===== src/design/dither_pkg.sv =====
// widths, limits and reset defaults for the dither measurement block.
// accumulators hold up to 2^AVG_SEL_MAX full-scale samples without overflow.
`default_nettype none

package dither_pkg;

    localparam int DATA_W  = 32;  // samples, dither levels and results.
    localparam int ACC_W   = 48;  // 4096 full-scale samples need 44 bits.
    localparam int CNT_W   = 32;
    localparam int SHIFT_W = 4;

    // the largest averaging exponent accepted on i_avg_sel.
    localparam logic [CNT_W-1:0] AVG_SEL_MAX = 32'd12;

    // this exponent replaces any i_avg_sel above AVG_SEL_MAX.
    localparam logic [SHIFT_W-1:0] AVG_SEL_DEFAULT = 4'd7;

    localparam logic [CNT_W-1:0] RST_PERIOD = 32'd100;  // first tick period after reset.

    // sequencer states, one settle and one acquire phase per dither level.
    typedef enum logic [3:0] {
        S_IDLE     = 4'd0,
        S_SET_H    = 4'd1,
        S_SETTLE_H = 4'd2,
        S_ACQ_H    = 4'd3,
        S_SET_L    = 4'd4,
        S_SETTLE_L = 4'd5,
        S_ACQ_L    = 4'd6,
        S_COMBINE  = 4'd7
    } seq_state_t;

endpackage

`default_nettype wire


===== src/design/dither_combiner.sv =====
// mean and half-difference of the two level averages, no output saturation.
`default_nettype none

module dither_combiner (
    input  wire                                   i_clk,
    input  wire                                   i_rst_n,
    input  wire signed [dither_pkg::DATA_W-1:0]   i_avg_h,
    input  wire signed [dither_pkg::DATA_W-1:0]   i_avg_l,
    input  wire                                   i_done_l,
    output logic signed [dither_pkg::DATA_W-1:0]  o_mean,
    output logic signed [dither_pkg::DATA_W-1:0]  o_slope,
    output logic                                  o_valid
);

    // one guard bit so the sum and difference cannot wrap before halving.
    logic signed [dither_pkg::DATA_W:0] sum_w;
    logic signed [dither_pkg::DATA_W:0] diff_w;
    logic signed [dither_pkg::DATA_W:0] mean_w;
    logic signed [dither_pkg::DATA_W:0] slope_w;

    assign sum_w   = {i_avg_h[dither_pkg::DATA_W-1], i_avg_h}
                   + {i_avg_l[dither_pkg::DATA_W-1], i_avg_l};
    assign diff_w  = {i_avg_h[dither_pkg::DATA_W-1], i_avg_h}
                   - {i_avg_l[dither_pkg::DATA_W-1], i_avg_l};
    assign mean_w  = sum_w >>> 1;
    assign slope_w = diff_w >>> 1;

    always_ff @(posedge i_clk or negedge i_rst_n) begin
        if (!i_rst_n) begin
            o_mean  <= '0;
            o_slope <= '0;
            o_valid <= 1'b0;
        end else begin
            o_valid <= i_done_l;
            // the high average is settled long before the low window closes.
            if (i_done_l) begin
                o_mean  <= mean_w[dither_pkg::DATA_W-1:0];
                o_slope <= slope_w[dither_pkg::DATA_W-1:0];
            end
        end
    end

endmodule

`default_nettype wire


===== src/design/dither_sequencer.sv =====
// configuration is sampled once per cycle in S_SET_H and held until the next one.
// i_avg_sel above AVG_SEL_MAX falls back to AVG_SEL_DEFAULT, so averagers see a legal shift.
`default_nettype none

module dither_sequencer (
    input  wire                                  i_clk,
    input  wire                                  i_rst_n,
    input  wire        [dither_pkg::CNT_W-1:0]   i_period,
    input  wire        [dither_pkg::CNT_W-1:0]   i_wait,
    input  wire        [dither_pkg::CNT_W-1:0]   i_avg_sel,
    input  wire signed [dither_pkg::DATA_W-1:0]  i_dither_high,
    input  wire signed [dither_pkg::DATA_W-1:0]  i_dither_low,
    input  wire                                  i_done_l,
    output logic                                 o_tick,
    output logic signed [dither_pkg::DATA_W-1:0] o_dither,
    output logic       [dither_pkg::SHIFT_W-1:0] o_shift,
    output logic                                 o_sample_h,
    output logic                                 o_sample_l,
    output logic                                 o_close_h,
    output logic                                 o_close_l,
    output dither_pkg::seq_state_t               o_state
);

    dither_pkg::seq_state_t state;

    logic [dither_pkg::CNT_W-1:0]    tick_cnt;
    logic [dither_pkg::CNT_W-1:0]    cnt;      // settle count first, then sample count.
    logic [dither_pkg::CNT_W-1:0]    win_len;
    logic [dither_pkg::CNT_W-1:0]    wait_q;
    logic [dither_pkg::SHIFT_W-1:0]  shift_in;
    logic [dither_pkg::SHIFT_W-1:0]  shift_use;
    logic signed [dither_pkg::DATA_W-1:0] dither_low_q;
    logic fresh;    // first cycle on a new dither level.
    logic counted;
    logic last_sample;

    assign shift_in = (i_avg_sel > dither_pkg::AVG_SEL_MAX) ? dither_pkg::AVG_SEL_DEFAULT
                                                            : i_avg_sel[dither_pkg::SHIFT_W-1:0];

    // in S_SET_H the new exponent is not registered yet.
    assign shift_use = (state == dither_pkg::S_SET_H) ? shift_in : o_shift;
    assign win_len   = 1 << shift_use;

    // the tick that lands together with a level change belongs to neither window.
    assign counted     = o_tick && !fresh;
    assign o_sample_h  = counted && (state == dither_pkg::S_ACQ_H);
    assign o_sample_l  = counted && (state == dither_pkg::S_ACQ_L);
    assign last_sample = (o_sample_h || o_sample_l) && (cnt == 1);
    assign o_state     = state;

    always_ff @(posedge i_clk or negedge i_rst_n) begin
        if (!i_rst_n) begin
            tick_cnt <= dither_pkg::RST_PERIOD;
            o_tick   <= 1'b0;
        end else if (tick_cnt == '0) begin
            tick_cnt <= i_period;  // ticks land i_period+1 cycles apart.
            o_tick   <= 1'b1;
        end else begin
            tick_cnt <= tick_cnt - 1;
            o_tick   <= 1'b0;
        end
    end

    always_ff @(posedge i_clk) begin
        if (state == dither_pkg::S_SET_H) begin
            wait_q       <= i_wait;
            dither_low_q <= i_dither_low;
        end
    end

    always_ff @(posedge i_clk or negedge i_rst_n) begin
        if (!i_rst_n) begin
            state     <= dither_pkg::S_IDLE;
            cnt       <= '0;
            fresh     <= 1'b0;
            o_dither  <= '0;
            o_shift   <= dither_pkg::AVG_SEL_DEFAULT;
            o_close_h <= 1'b0;
            o_close_l <= 1'b0;
        end else begin
            fresh     <= (state == dither_pkg::S_SET_H) || (state == dither_pkg::S_SET_L);
            o_close_h <= o_sample_h && (cnt == 1);  // one cycle after the last sample.
            o_close_l <= o_sample_l && (cnt == 1);
            case (state)
                dither_pkg::S_IDLE: begin
                    if (o_tick) state <= dither_pkg::S_SET_H;
                end
                dither_pkg::S_SET_H: begin
                    o_dither <= i_dither_high;
                    o_shift  <= shift_in;
                    if (i_wait == '0) begin
                        state <= dither_pkg::S_ACQ_H;
                        cnt   <= win_len;
                    end else begin
                        state <= dither_pkg::S_SETTLE_H;
                        cnt   <= i_wait;
                    end
                end
                dither_pkg::S_SETTLE_H, dither_pkg::S_SETTLE_L: begin
                    if (counted) begin
                        if (cnt == 1) begin
                            // last discarded tick, the window starts with the next one.
                            cnt   <= win_len;
                            state <= (state == dither_pkg::S_SETTLE_H) ? dither_pkg::S_ACQ_H
                                                                       : dither_pkg::S_ACQ_L;
                        end else begin
                            cnt <= cnt - 1;
                        end
                    end
                end
                dither_pkg::S_ACQ_H: begin
                    if (o_sample_h) cnt <= cnt - 1;
                    if (last_sample) state <= dither_pkg::S_SET_L;
                end
                dither_pkg::S_SET_L: begin
                    o_dither <= dither_low_q;
                    if (wait_q == '0) begin
                        state <= dither_pkg::S_ACQ_L;
                        cnt   <= win_len;
                    end else begin
                        state <= dither_pkg::S_SETTLE_L;
                        cnt   <= wait_q;
                    end
                end
                dither_pkg::S_ACQ_L: begin
                    if (o_sample_l) cnt <= cnt - 1;
                    if (last_sample) state <= dither_pkg::S_COMBINE;
                end
                dither_pkg::S_COMBINE: begin
                    if (i_done_l) state <= dither_pkg::S_SET_H;  // low average is out.
                end
                default: state <= dither_pkg::S_IDLE;
            endcase
        end
    end

endmodule

`default_nettype wire


===== src/design/dither_top.sv =====
// dither perturbation measurement, results are marked by a one-cycle o_valid.
// configuration inputs are taken at the start of each cycle only.
`default_nettype none

module dither_top (
    input  wire                                   i_clk,
    input  wire                                   i_rst_n,
    input  wire signed [dither_pkg::DATA_W-1:0]   i_data,
    input  wire        [dither_pkg::CNT_W-1:0]    i_period,
    input  wire        [dither_pkg::CNT_W-1:0]    i_wait,
    input  wire        [dither_pkg::CNT_W-1:0]    i_avg_sel,
    input  wire signed [dither_pkg::DATA_W-1:0]   i_dither_high,
    input  wire signed [dither_pkg::DATA_W-1:0]   i_dither_low,
    output logic                                  o_tick,
    output logic signed [dither_pkg::DATA_W-1:0]  o_dither,
    output logic signed [dither_pkg::DATA_W-1:0]  o_mean,
    output logic signed [dither_pkg::DATA_W-1:0]  o_slope,
    output logic                                  o_valid
);

    logic [dither_pkg::SHIFT_W-1:0]       shift;
    logic                                 sample_h;
    logic                                 sample_l;
    logic                                 close_h;
    logic                                 close_l;
    logic                                 done_l;
    logic signed [dither_pkg::DATA_W-1:0] avg_h;
    logic signed [dither_pkg::DATA_W-1:0] avg_l;

    dither_sequencer u_seq (
        .i_clk         (i_clk),
        .i_rst_n       (i_rst_n),
        .i_period      (i_period),
        .i_wait        (i_wait),
        .i_avg_sel     (i_avg_sel),
        .i_dither_high (i_dither_high),
        .i_dither_low  (i_dither_low),
        .i_done_l      (done_l),
        .o_tick        (o_tick),
        .o_dither      (o_dither),
        .o_shift       (shift),
        .o_sample_h    (sample_h),
        .o_sample_l    (sample_l),
        .o_close_h     (close_h),
        .o_close_l     (close_l),
        .o_state       ()
    );

    // the high average is picked up together with the low one.
    window_averager u_avg_h (
        .i_clk    (i_clk),
        .i_rst_n  (i_rst_n),
        .i_data   (i_data),
        .i_sample (sample_h),
        .i_close  (close_h),
        .i_shift  (shift),
        .o_avg    (avg_h),
        .o_done   ()
    );

    window_averager u_avg_l (
        .i_clk    (i_clk),
        .i_rst_n  (i_rst_n),
        .i_data   (i_data),
        .i_sample (sample_l),
        .i_close  (close_l),
        .i_shift  (shift),
        .o_avg    (avg_l),
        .o_done   (done_l)
    );

    dither_combiner u_comb (
        .i_clk    (i_clk),
        .i_rst_n  (i_rst_n),
        .i_avg_h  (avg_h),
        .i_avg_l  (avg_l),
        .i_done_l (done_l),
        .o_mean   (o_mean),
        .o_slope  (o_slope),
        .o_valid  (o_valid)
    );

endmodule

`default_nettype wire


===== src/design/window_averager.sv =====
// boxcar average over one window of strobed samples, divided by 2^i_shift.
// the result truncates toward minus infinity and is held until the next close.
`default_nettype none

module window_averager (
    input  wire                                   i_clk,
    input  wire                                   i_rst_n,
    input  wire signed [dither_pkg::DATA_W-1:0]   i_data,
    input  wire                                   i_sample,
    input  wire                                   i_close,
    input  wire        [dither_pkg::SHIFT_W-1:0]  i_shift,
    output logic signed [dither_pkg::DATA_W-1:0]  o_avg,
    output logic                                  o_done
);

    logic signed [dither_pkg::ACC_W-1:0] acc;
    logic signed [dither_pkg::ACC_W-1:0] data_ext;
    logic signed [dither_pkg::ACC_W-1:0] avg_full;

    assign data_ext = {{(dither_pkg::ACC_W-dither_pkg::DATA_W){i_data[dither_pkg::DATA_W-1]}},
                       i_data};

    assign avg_full = acc >>> i_shift;

    always_ff @(posedge i_clk or negedge i_rst_n) begin
        if (!i_rst_n) begin
            acc    <= '0;
            o_done <= 1'b0;
        end else begin
            o_done <= i_close;
            if (i_close) begin
                acc <= '0;  // next window starts empty.
            end else if (i_sample) begin
                acc <= acc + data_ext;
            end
        end
    end

    // the sum of 2^shift samples fits DATA_W again after the shift.
    always_ff @(posedge i_clk) begin
        if (i_close) o_avg <= avg_full[dither_pkg::DATA_W-1:0];
    end

endmodule

`default_nettype wire


===== config.mk =====
export PLATFORM = sky130hd
export DESIGN_NAME = dither_top
export DESIGN_NICKNAME = d
export VERILOG_FILES = /design/src/design/dither_pkg.sv /design/src/design/dither_combiner.sv /design/src/design/dither_sequencer.sv /design/src/design/dither_top.sv /design/src/design/window_averager.sv
export SDC_FILE = /design/constraint.sdc
export NUM_CORES = 1
export LEC_CHECK = 0
export ABC_AREA = 1
export ABC_CLOCK_PERIOD_IN_PS = 8300
export BUFFER_PORTS_ARGS = -buffer_cell sky130_fd_sc_hd__clkbuf_2
export CAP_MARGIN = 20
export CORE_ASPECT_RATIO = 0.9
export CORE_MARGIN = 1.5
export CORE_UTILIZATION = 40
export DETAILED_ROUTE_END_ITERATION = 6
export GPL_ROUTABILITY_DRIVEN = 1
export GPL_TIMING_DRIVEN = 0
export MAX_ROUTING_LAYER = met4
export PLACE_DENSITY = 0.54
export SLEW_MARGIN = 0
export SYNTH_ARGS = -nofsm -noshare
export SYNTH_HDL_FRONTEND = slang
export SYNTH_SLANG_ARGS = --single-unit
export TNS_END_PERCENT = 50

===== constraint.sdc =====
create_clock -name i_clk -period 8.3 [get_ports i_clk]
set_clock_uncertainty 0.2 [all_clocks]
set_input_delay 0.83 -clock i_clk [delete_from_list [all_inputs] [get_ports i_clk]]
set_output_delay 0.83 -clock i_clk [all_outputs]
set_load 0.02 [all_outputs]

# Word-level counts from Yosys, hierarchy flattened
# Cells that the tools add are included.
[word_totals]
inputBits = 194
word_cells = 91
register_bits = 398
output_inout_bits = 98
[op_classes]
n_shift = 3
n_addsub = 6
muxes = 26
reduce_logical = 20
eq_ne = 16
magnitude_cmp = 1
[op_table]
columns = ["op", "count"]
rows = [
  ["$mux 32", 7],
  ["$mux 48", 4],
  ["$pmux 32 s5", 1],
  ["$add 48x32->48", 2],
  ["$logic_not 32->1", 3],
  ["$sshr 48x4->32", 2],
  ["$pmux 32 s2", 1],
  ["$sub 32x1->32 const B", 2],
  ["$add 32x32->33", 1],
  ["$sub 32x32->33", 1],
  ["$eq 32x1->1 const B", 1],
  ["$gt 32x4->1 const B", 1],
  ["$mux 4", 8],
  ["$shl 1x4->32 const A", 1],
  ["$pmux 4 s7", 1],
  ["$eq 4x3->1 const B", 4],
  ["$ne 2x1->1 const B", 8],
  ["$eq 4x2->1 const B", 2],
  ["$logic_and 1x1->1", 6],
  ["$reduce_and 6->1", 1],
  ["$reduce_bool 2->1", 3],
  ["$reduce_bool 5->1", 1],
  ["$eq 4x1->1 const B", 1],
  ["$logic_not 4->1", 1],
  ["other kinds (7)", 9],
]

# Logic depth before layout (Yosys ltp)
[depth]
ltp_word = 7
ltp_mapped = 15
ltp_nobuf = 15

# Cells and area by module
# Synthesis repeated with hierarchy kept, for this count alone.
[hier_totals]
cells_unflattened = 5364
hier_area_um2 = 33916.3
[by_module_without_submodules]
columns = ["mod", "n_inst", "area_per_inst_um2", "cells_per_inst", "seq_area_each_um2"]
rows = [
  ["window_averager", 2, 8584.5, 1446, 2162.1],
  ["dither_sequencer", 1, 9450.3, 1196, 4606.9],
  ["dither_combiner", 1, 7297.0, 1276, 1626.6],
]

# Worst setup path before layout
# Ideal clock, no wire load.
[synth_timing]
path_kind = "register -> register"
start = "reg u_seq.state[0], in the netlist u_seq.o_state[0]"
end = "reg u_seq.dither_low_q[0] in the netlist's numbering, enable pin"
arrival_time_ns = 2.303
setup_slack_ns = 5.379
n_path_buf = 2
synth_period_minus_slack_ns = 2.921
required_ns = 7.682
path_stages_with_launch = 7
setup_ns = 0.418
cell_sequence = "dfrtp_1 > inv_2 > nor2_4 > nand2_2 > buf_6 > clkbuf_1 > inv_1"
[synth_via]
elab_chain_cells = 1
[synth_lines]
columns = ["item", "line_no", "text"]
rows = [
  ["start: declaration", "dither_sequencer.sv:24", "dither_pkg::seq_state_t state;"],
  ["start signal: assignment", "dither_sequencer.sv:73", "state <= dither_pkg::S_IDLE;"],
  ["start signal: assignment", "dither_sequencer.sv:86", "if (o_tick) state <= dither_pkg::S_SET_H;"],
  ["start signal: assignment", "dither_sequencer.sv:92", "state <= dither_pkg::S_ACQ_H;"],
  ["$eq 4x1->1", "dither_sequencer.sv:65", "if (state == dither_pkg::S_SET_H) begin"],
  ["end signal: assignment", "dither_sequencer.sv:67", "dither_low_q <= i_dither_low;"],
  ["end: declaration", "dither_sequencer.sv:32", "logic signed [dither_pkg::DATA_W-1:0] dither_low_q;"],
]
# No other way between the ends.
# A chain may end at the register's enable or synchronous reset.

# Worst setup path after layout
[layout_timing]
start = "reg u_seq.o_shift[0] in the netlist's numbering"
end = "reg u_avg_l.o_avg[0] in the netlist's numbering (data pin)"
[layout_via]
elab_chain_cells = 1
[layout_lines]
columns = ["item", "line_no", "text"]
rows = [
  ["start: declaration", "dither_sequencer.sv:16", "output logic [dither_pkg::SHIFT_W-1:0] o_shift,"],
  ["start signal: assignment", "dither_sequencer.sv:77", "o_shift <= dither_pkg::AVG_SEL_DEFAULT;"],
  ["start signal: assignment", "dither_sequencer.sv:90", "o_shift <= shift_in;"],
  ["$sshr 48x4->32", "window_averager.sv:23", "assign avg_full = acc >>> i_shift;"],
  ["via u_avg_l.avg_full, one bit", "window_averager.sv:18", "logic signed [dither_pkg::ACC_W-1:0] avg_full;"],
  ["end signal: assignment", "window_averager.sv:41", "if (i_close) o_avg <= avg_full[dither_pkg::DATA_W-1:0];"],
  ["end: declaration", "window_averager.sv:12", "output logic signed [dither_pkg::DATA_W-1:0] o_avg,"],
]
# The timed path passes the listed nets, and every way through them passes these cells.

==> implementation parameters <==
Parameter                              Value

STA
  Achievable Freq ... about 0.25 GHz
  Final count of hold timing violations ... 0
  Worst-Margin Slew ... 1.07 ns
  Max-Slew Margin vs Limit ... 29.0%
  Final number of setup-violating endpoints ... 0
  Unrepaired setup endpoints after global routing ... false
  Share of the clock period used by the worst path after layout ... between 40% and 50%
  Clock period minus worst slack ... about 4.0 ns
  Max Transition Viols Final ... 0

Outcome
  Outcome ... complete, no violations

Clock network
  Max Root-Sink Buffers ... 3
  Total of cells resized after clock tree synthesis ... 0
  CTS Sinks ... 395
  TritonCTS clock tree ... done
  Htree depth ... 2
  Clk Tree Root Cell ... sky130_fd_sc_hd__clkbuf_16
  Later-pin clock latency in the skew report ... 0.63 ns
  Clock-pin slew on the worst setup and hold paths ... 0.06 ns
  Clock buffer count from CTS ... 47
  Post-CTS Repair Setup Buffers ... 0
  Number of buffers inserted by hold repair at cts ... 0

Place
  Gp weighted congestion ... 1.02
  IO buf count ... just under 300
  Detailed placement HPWL ... approximately 100 mm

Global routing
  Pin count of the biggest net entering global routing ... around 110
  Overall Global Routing Usage ... 31.5%
  Overflow left after global routing ... 0
  Antenna violations before repair ... 2
  First-pass GRT wire length ... approximately 190 mm
  Number of global-route vias before repair ... ~31000

Routing
  Routed Antenna Nets ... 0
  Vias per std cell ... ~5.4
  Detailed-router iteration count before antenna repair ... 5
  Initial DRC Count ... about 3000
  DRC viols ... 0
  Via count ... between 30000 and 40000
  Total detailed-routing wirelength ... between 100 and 150 mm
  Average routed wire per standard cell ... 20.6 µm

Synthesis
  Portion of synthesized cell area occupied by the leading cell type ... between 20% and 30%
  Share of synthesized area occupied by flip-flops and latches ... between 30% and 40%
  Post-synthesis async set-or-reset flop share ... roughly two thirds
  Most used standard cell by instance count after synthesis ... sky130_fd_sc_hd__nand2_1
  Leading cell types by total area after synthesis ... sky130_fd_sc_hd__dfrtp_1, sky130_fd_sc_hd__nand2_1, sky130_fd_sc_hd__edfxtp_1
  Yosys warns ... 0
  Count of cell types in the netlist ... between 50 and 60
  Predominant post-synthesis flop cell ... sky130_fd_sc_hd__dfrtp_1
  Synthesized netlist net count ... ~5100
  Post-synthesis instance area ... 31400 µm²
  Count of mapped cells out of synthesis ... 4718
  Largest area contributor in the synthesized netlist ... sky130_fd_sc_hd__dfrtp_1
  Average size of a mapped cell ... between 6 and 7 µm²
  Number of enable-type register cells in the synthesized netlist ... between 100 and 150
  Number of storage elements in the synthesis netlist ... 395
  Commonest cells in the synthesized netlist ... sky130_fd_sc_hd__nand2_1, sky130_fd_sc_hd__inv_1, sky130_fd_sc_hd__nor2_1

Floorplan
  Die area ... around 80000 µm²
  Std cell rows ... 97
  Floorplan Core Area ... ~80000 µm²
  Horizontal extent of the die ... just under 300 µm
  Vert. Die Dim ... 269 µm
  Io pins ... just under 300
  Effective utilization at floorplan ... between 40% and 50%

Worst setup path
  Launch point of the worst path ... u_seq.o_shift[0]$_DFF_PN1_
  Reg-to-reg startpoint ... u_seq.o_shift[0]$_DFF_PN1_
  Maximum fanout count along the critical path ... 10
  Arrival time of data at the critical path endpoint ... 4.08 ns
  Required time at the worst-slack endpoint ... 8.40 ns
  Crit start category ... flip-flop
  Start-to-end type of the worst setup path ... flip-flop to flip-flop
  Critical path capture point type ... flip-flop

Power
  Leakage Power ... 17.3 nW
  Total power consumption of the routed design ... between 4 and 5 mW
  IR drop worst, VDD ... 0.000150 V
  PD cells ... 127 nW/µm²

Run
  Max-cap violation count ... 0

Finish
  Layout Nets ... 5417
  End-of-flow core utilization ... 46.0%
  Area growth from synthesis to layout ... 14.0%
  Share of post-route cells with drive strength above 1 ... a little under a tenth

Hold path
  Path type of the worst min-delay path ... primary input to asynchronous set/reset pin
[kinds of logic (layout without fill, tap and decap cells)]
logic type	count (synthesis)	count (layout)	share of synthesized area, %
compound gates	1033	1033	17.6
xor+xnor	68	68	1.90
fa+ha+maj	162	162	6.55
buf+inv	798	1180	9.81
flops	395	395	33.5
mux	48	48	1.53
other cells	0	3	0
simple gates	2214	2214	29.1
[critical path, cell delays in order (launching register included)]
cell	delay [ns]
sky130_fd_sc_hd__dfstp_2	0.51
sky130_fd_sc_hd__buf_2	0.22
sky130_fd_sc_hd__clkbuf_1	0.64
sky130_fd_sc_hd__clkbuf_1	0.73
sky130_fd_sc_hd__o21ai_0	0.54
sky130_fd_sc_hd__o211ai_1	0.30
sky130_fd_sc_hd__o21ai_0	0.20
sky130_fd_sc_hd__nand2_1	0.11
sky130_fd_sc_hd__o21ai_0	0.22
[stage by stage]
| stage | worst slack (ns) | setup TNS (ns) | hold WS (ns) | instances | cell area [µm²] |
|---|---|---|---|---|---|
| floorplan | 5.38 | 0 | 0.152 | 4718 | 31400 |
| global placement | -0.0740 | -6.85 | 0.161 | 6048 | 34200 |
| detailed placement | 4.36 | 0 | 0.166 | 6051 | 34200 |
| CTS | 4.43 | 0 | 0.0120 | 6139 | 35800 |
| global route | 4.23 | 0 | 0.0420 | 6141 | 35800 |
| finish | 4.32 | 0 | 0.00606 | 6142 | 35800 |
[sequential cells by signal (all words and copies together), names as in the netlist]
| register | cells |
|---|---|
| u_comb.o_valid | 1 |
| u_seq.dither_low_q | 32 |
| u_seq.cnt | 32 |
| u_seq.o_dither | 32 |
| u_avg_l.o_done | 1 |
| u_seq.wait_q | 32 |
| u_avg_h.acc | 47 |
| u_seq.o_tick | 1 |
| u_seq.o_close_l | 1 |
| u_avg_h.o_avg | 32 |
| u_seq.o_state | 3 |
| u_avg_l.acc | 47 |
| u_seq.tick_cnt | 32 |
| u_comb.o_slope | 32 |
| u_seq.o_shift | 4 |
| u_seq.o_close_h | 1 |
| u_comb.o_mean | 32 |
| u_avg_l.o_avg | 32 |
| u_seq.fresh | 1 |
[placed cells by master (no fill, tap or decap), types with 13 or more instances in the layout]
cell type / instances
sky130_fd_sc_hd__o21ai_0: 565
sky130_fd_sc_hd__edfxtp_1: 128
sky130_fd_sc_hd__clkbuf_16: 47
sky130_fd_sc_hd__nand2_1: 1184
sky130_fd_sc_hd__o22ai_1: 36
sky130_fd_sc_hd__ha_1: 158
sky130_fd_sc_hd__nand3_1: 273
sky130_fd_sc_hd__inv_1: 620
sky130_fd_sc_hd__nand4_1: 85
sky130_fd_sc_hd__nor2_2: 16
sky130_fd_sc_hd__o21ai_1: 28
sky130_fd_sc_hd__a31oi_1: 35
sky130_fd_sc_hd__mux2i_1: 48
sky130_fd_sc_hd__clkbuf_1: 121
sky130_fd_sc_hd__clkbuf_2: 292
sky130_fd_sc_hd__o21bai_1: 30
sky130_fd_sc_hd__clkinv_1: 15
sky130_fd_sc_hd__dfrtp_1: 259
sky130_fd_sc_hd__nor3_1: 35
sky130_fd_sc_hd__buf_2: 32
sky130_fd_sc_hd__a21oi_1: 278
sky130_fd_sc_hd__xor2_1: 55
sky130_fd_sc_hd__nor2_1: 567
sky130_fd_sc_hd__xnor2_1: 13
[path summary, 6_finish.rpt]
check,to,slack [ns],cells after the start
worst max-delay path,u_avg_l.o_avg[0]$_DFFE_PP_,4.32,8
worst min-delay path,u_comb.o_slope[8]$_DFFE_PN0P_,0.006,1
worst max register to register,u_avg_l.o_avg[0]$_DFFE_PP_,4.32,8
worst min register to register,u_comb.o_valid$_DFF_PN0_,0.18,0
max in group asynchronous,u_seq.o_close_h$_DFF_PN0_,6.80,2
min in group i_clk,u_seq.dither_low_q[5]$_DFFE_PN_,0.16,1
[final cells by class]
cell class              instances  area, µm²
well taps                    1039       1300
plain buffers                 157        673
diodes                          3       7.51
fillers                      8390      42000
clock inverters                23        223
clock buffers                  65       1310
repair buffers                294       1540
multi-input cells            3525      17800
inverters                     641       2410
flip-flops and latches        395      10500
[layer usage]
layer  wire length (µm)  GRT usage, %  up-vias
met5                  0             -        -
met2              54600          47.0     1226
li1                   -             -    16201
met1              59200          44.2    15425
met3               8580          4.49      216
met4               3980          9.43        0
[where the power goes]
part	switching [mW]	internal [mW]	total [mW]	leakage, nW
combinational	0.318	0.154	0.471	12.3
clock	0.897	1.15	2.05	0.742
sequential	0.0157	2.03	2.04	4.27
Note: power is estimated with default switching activity, not from simulation.
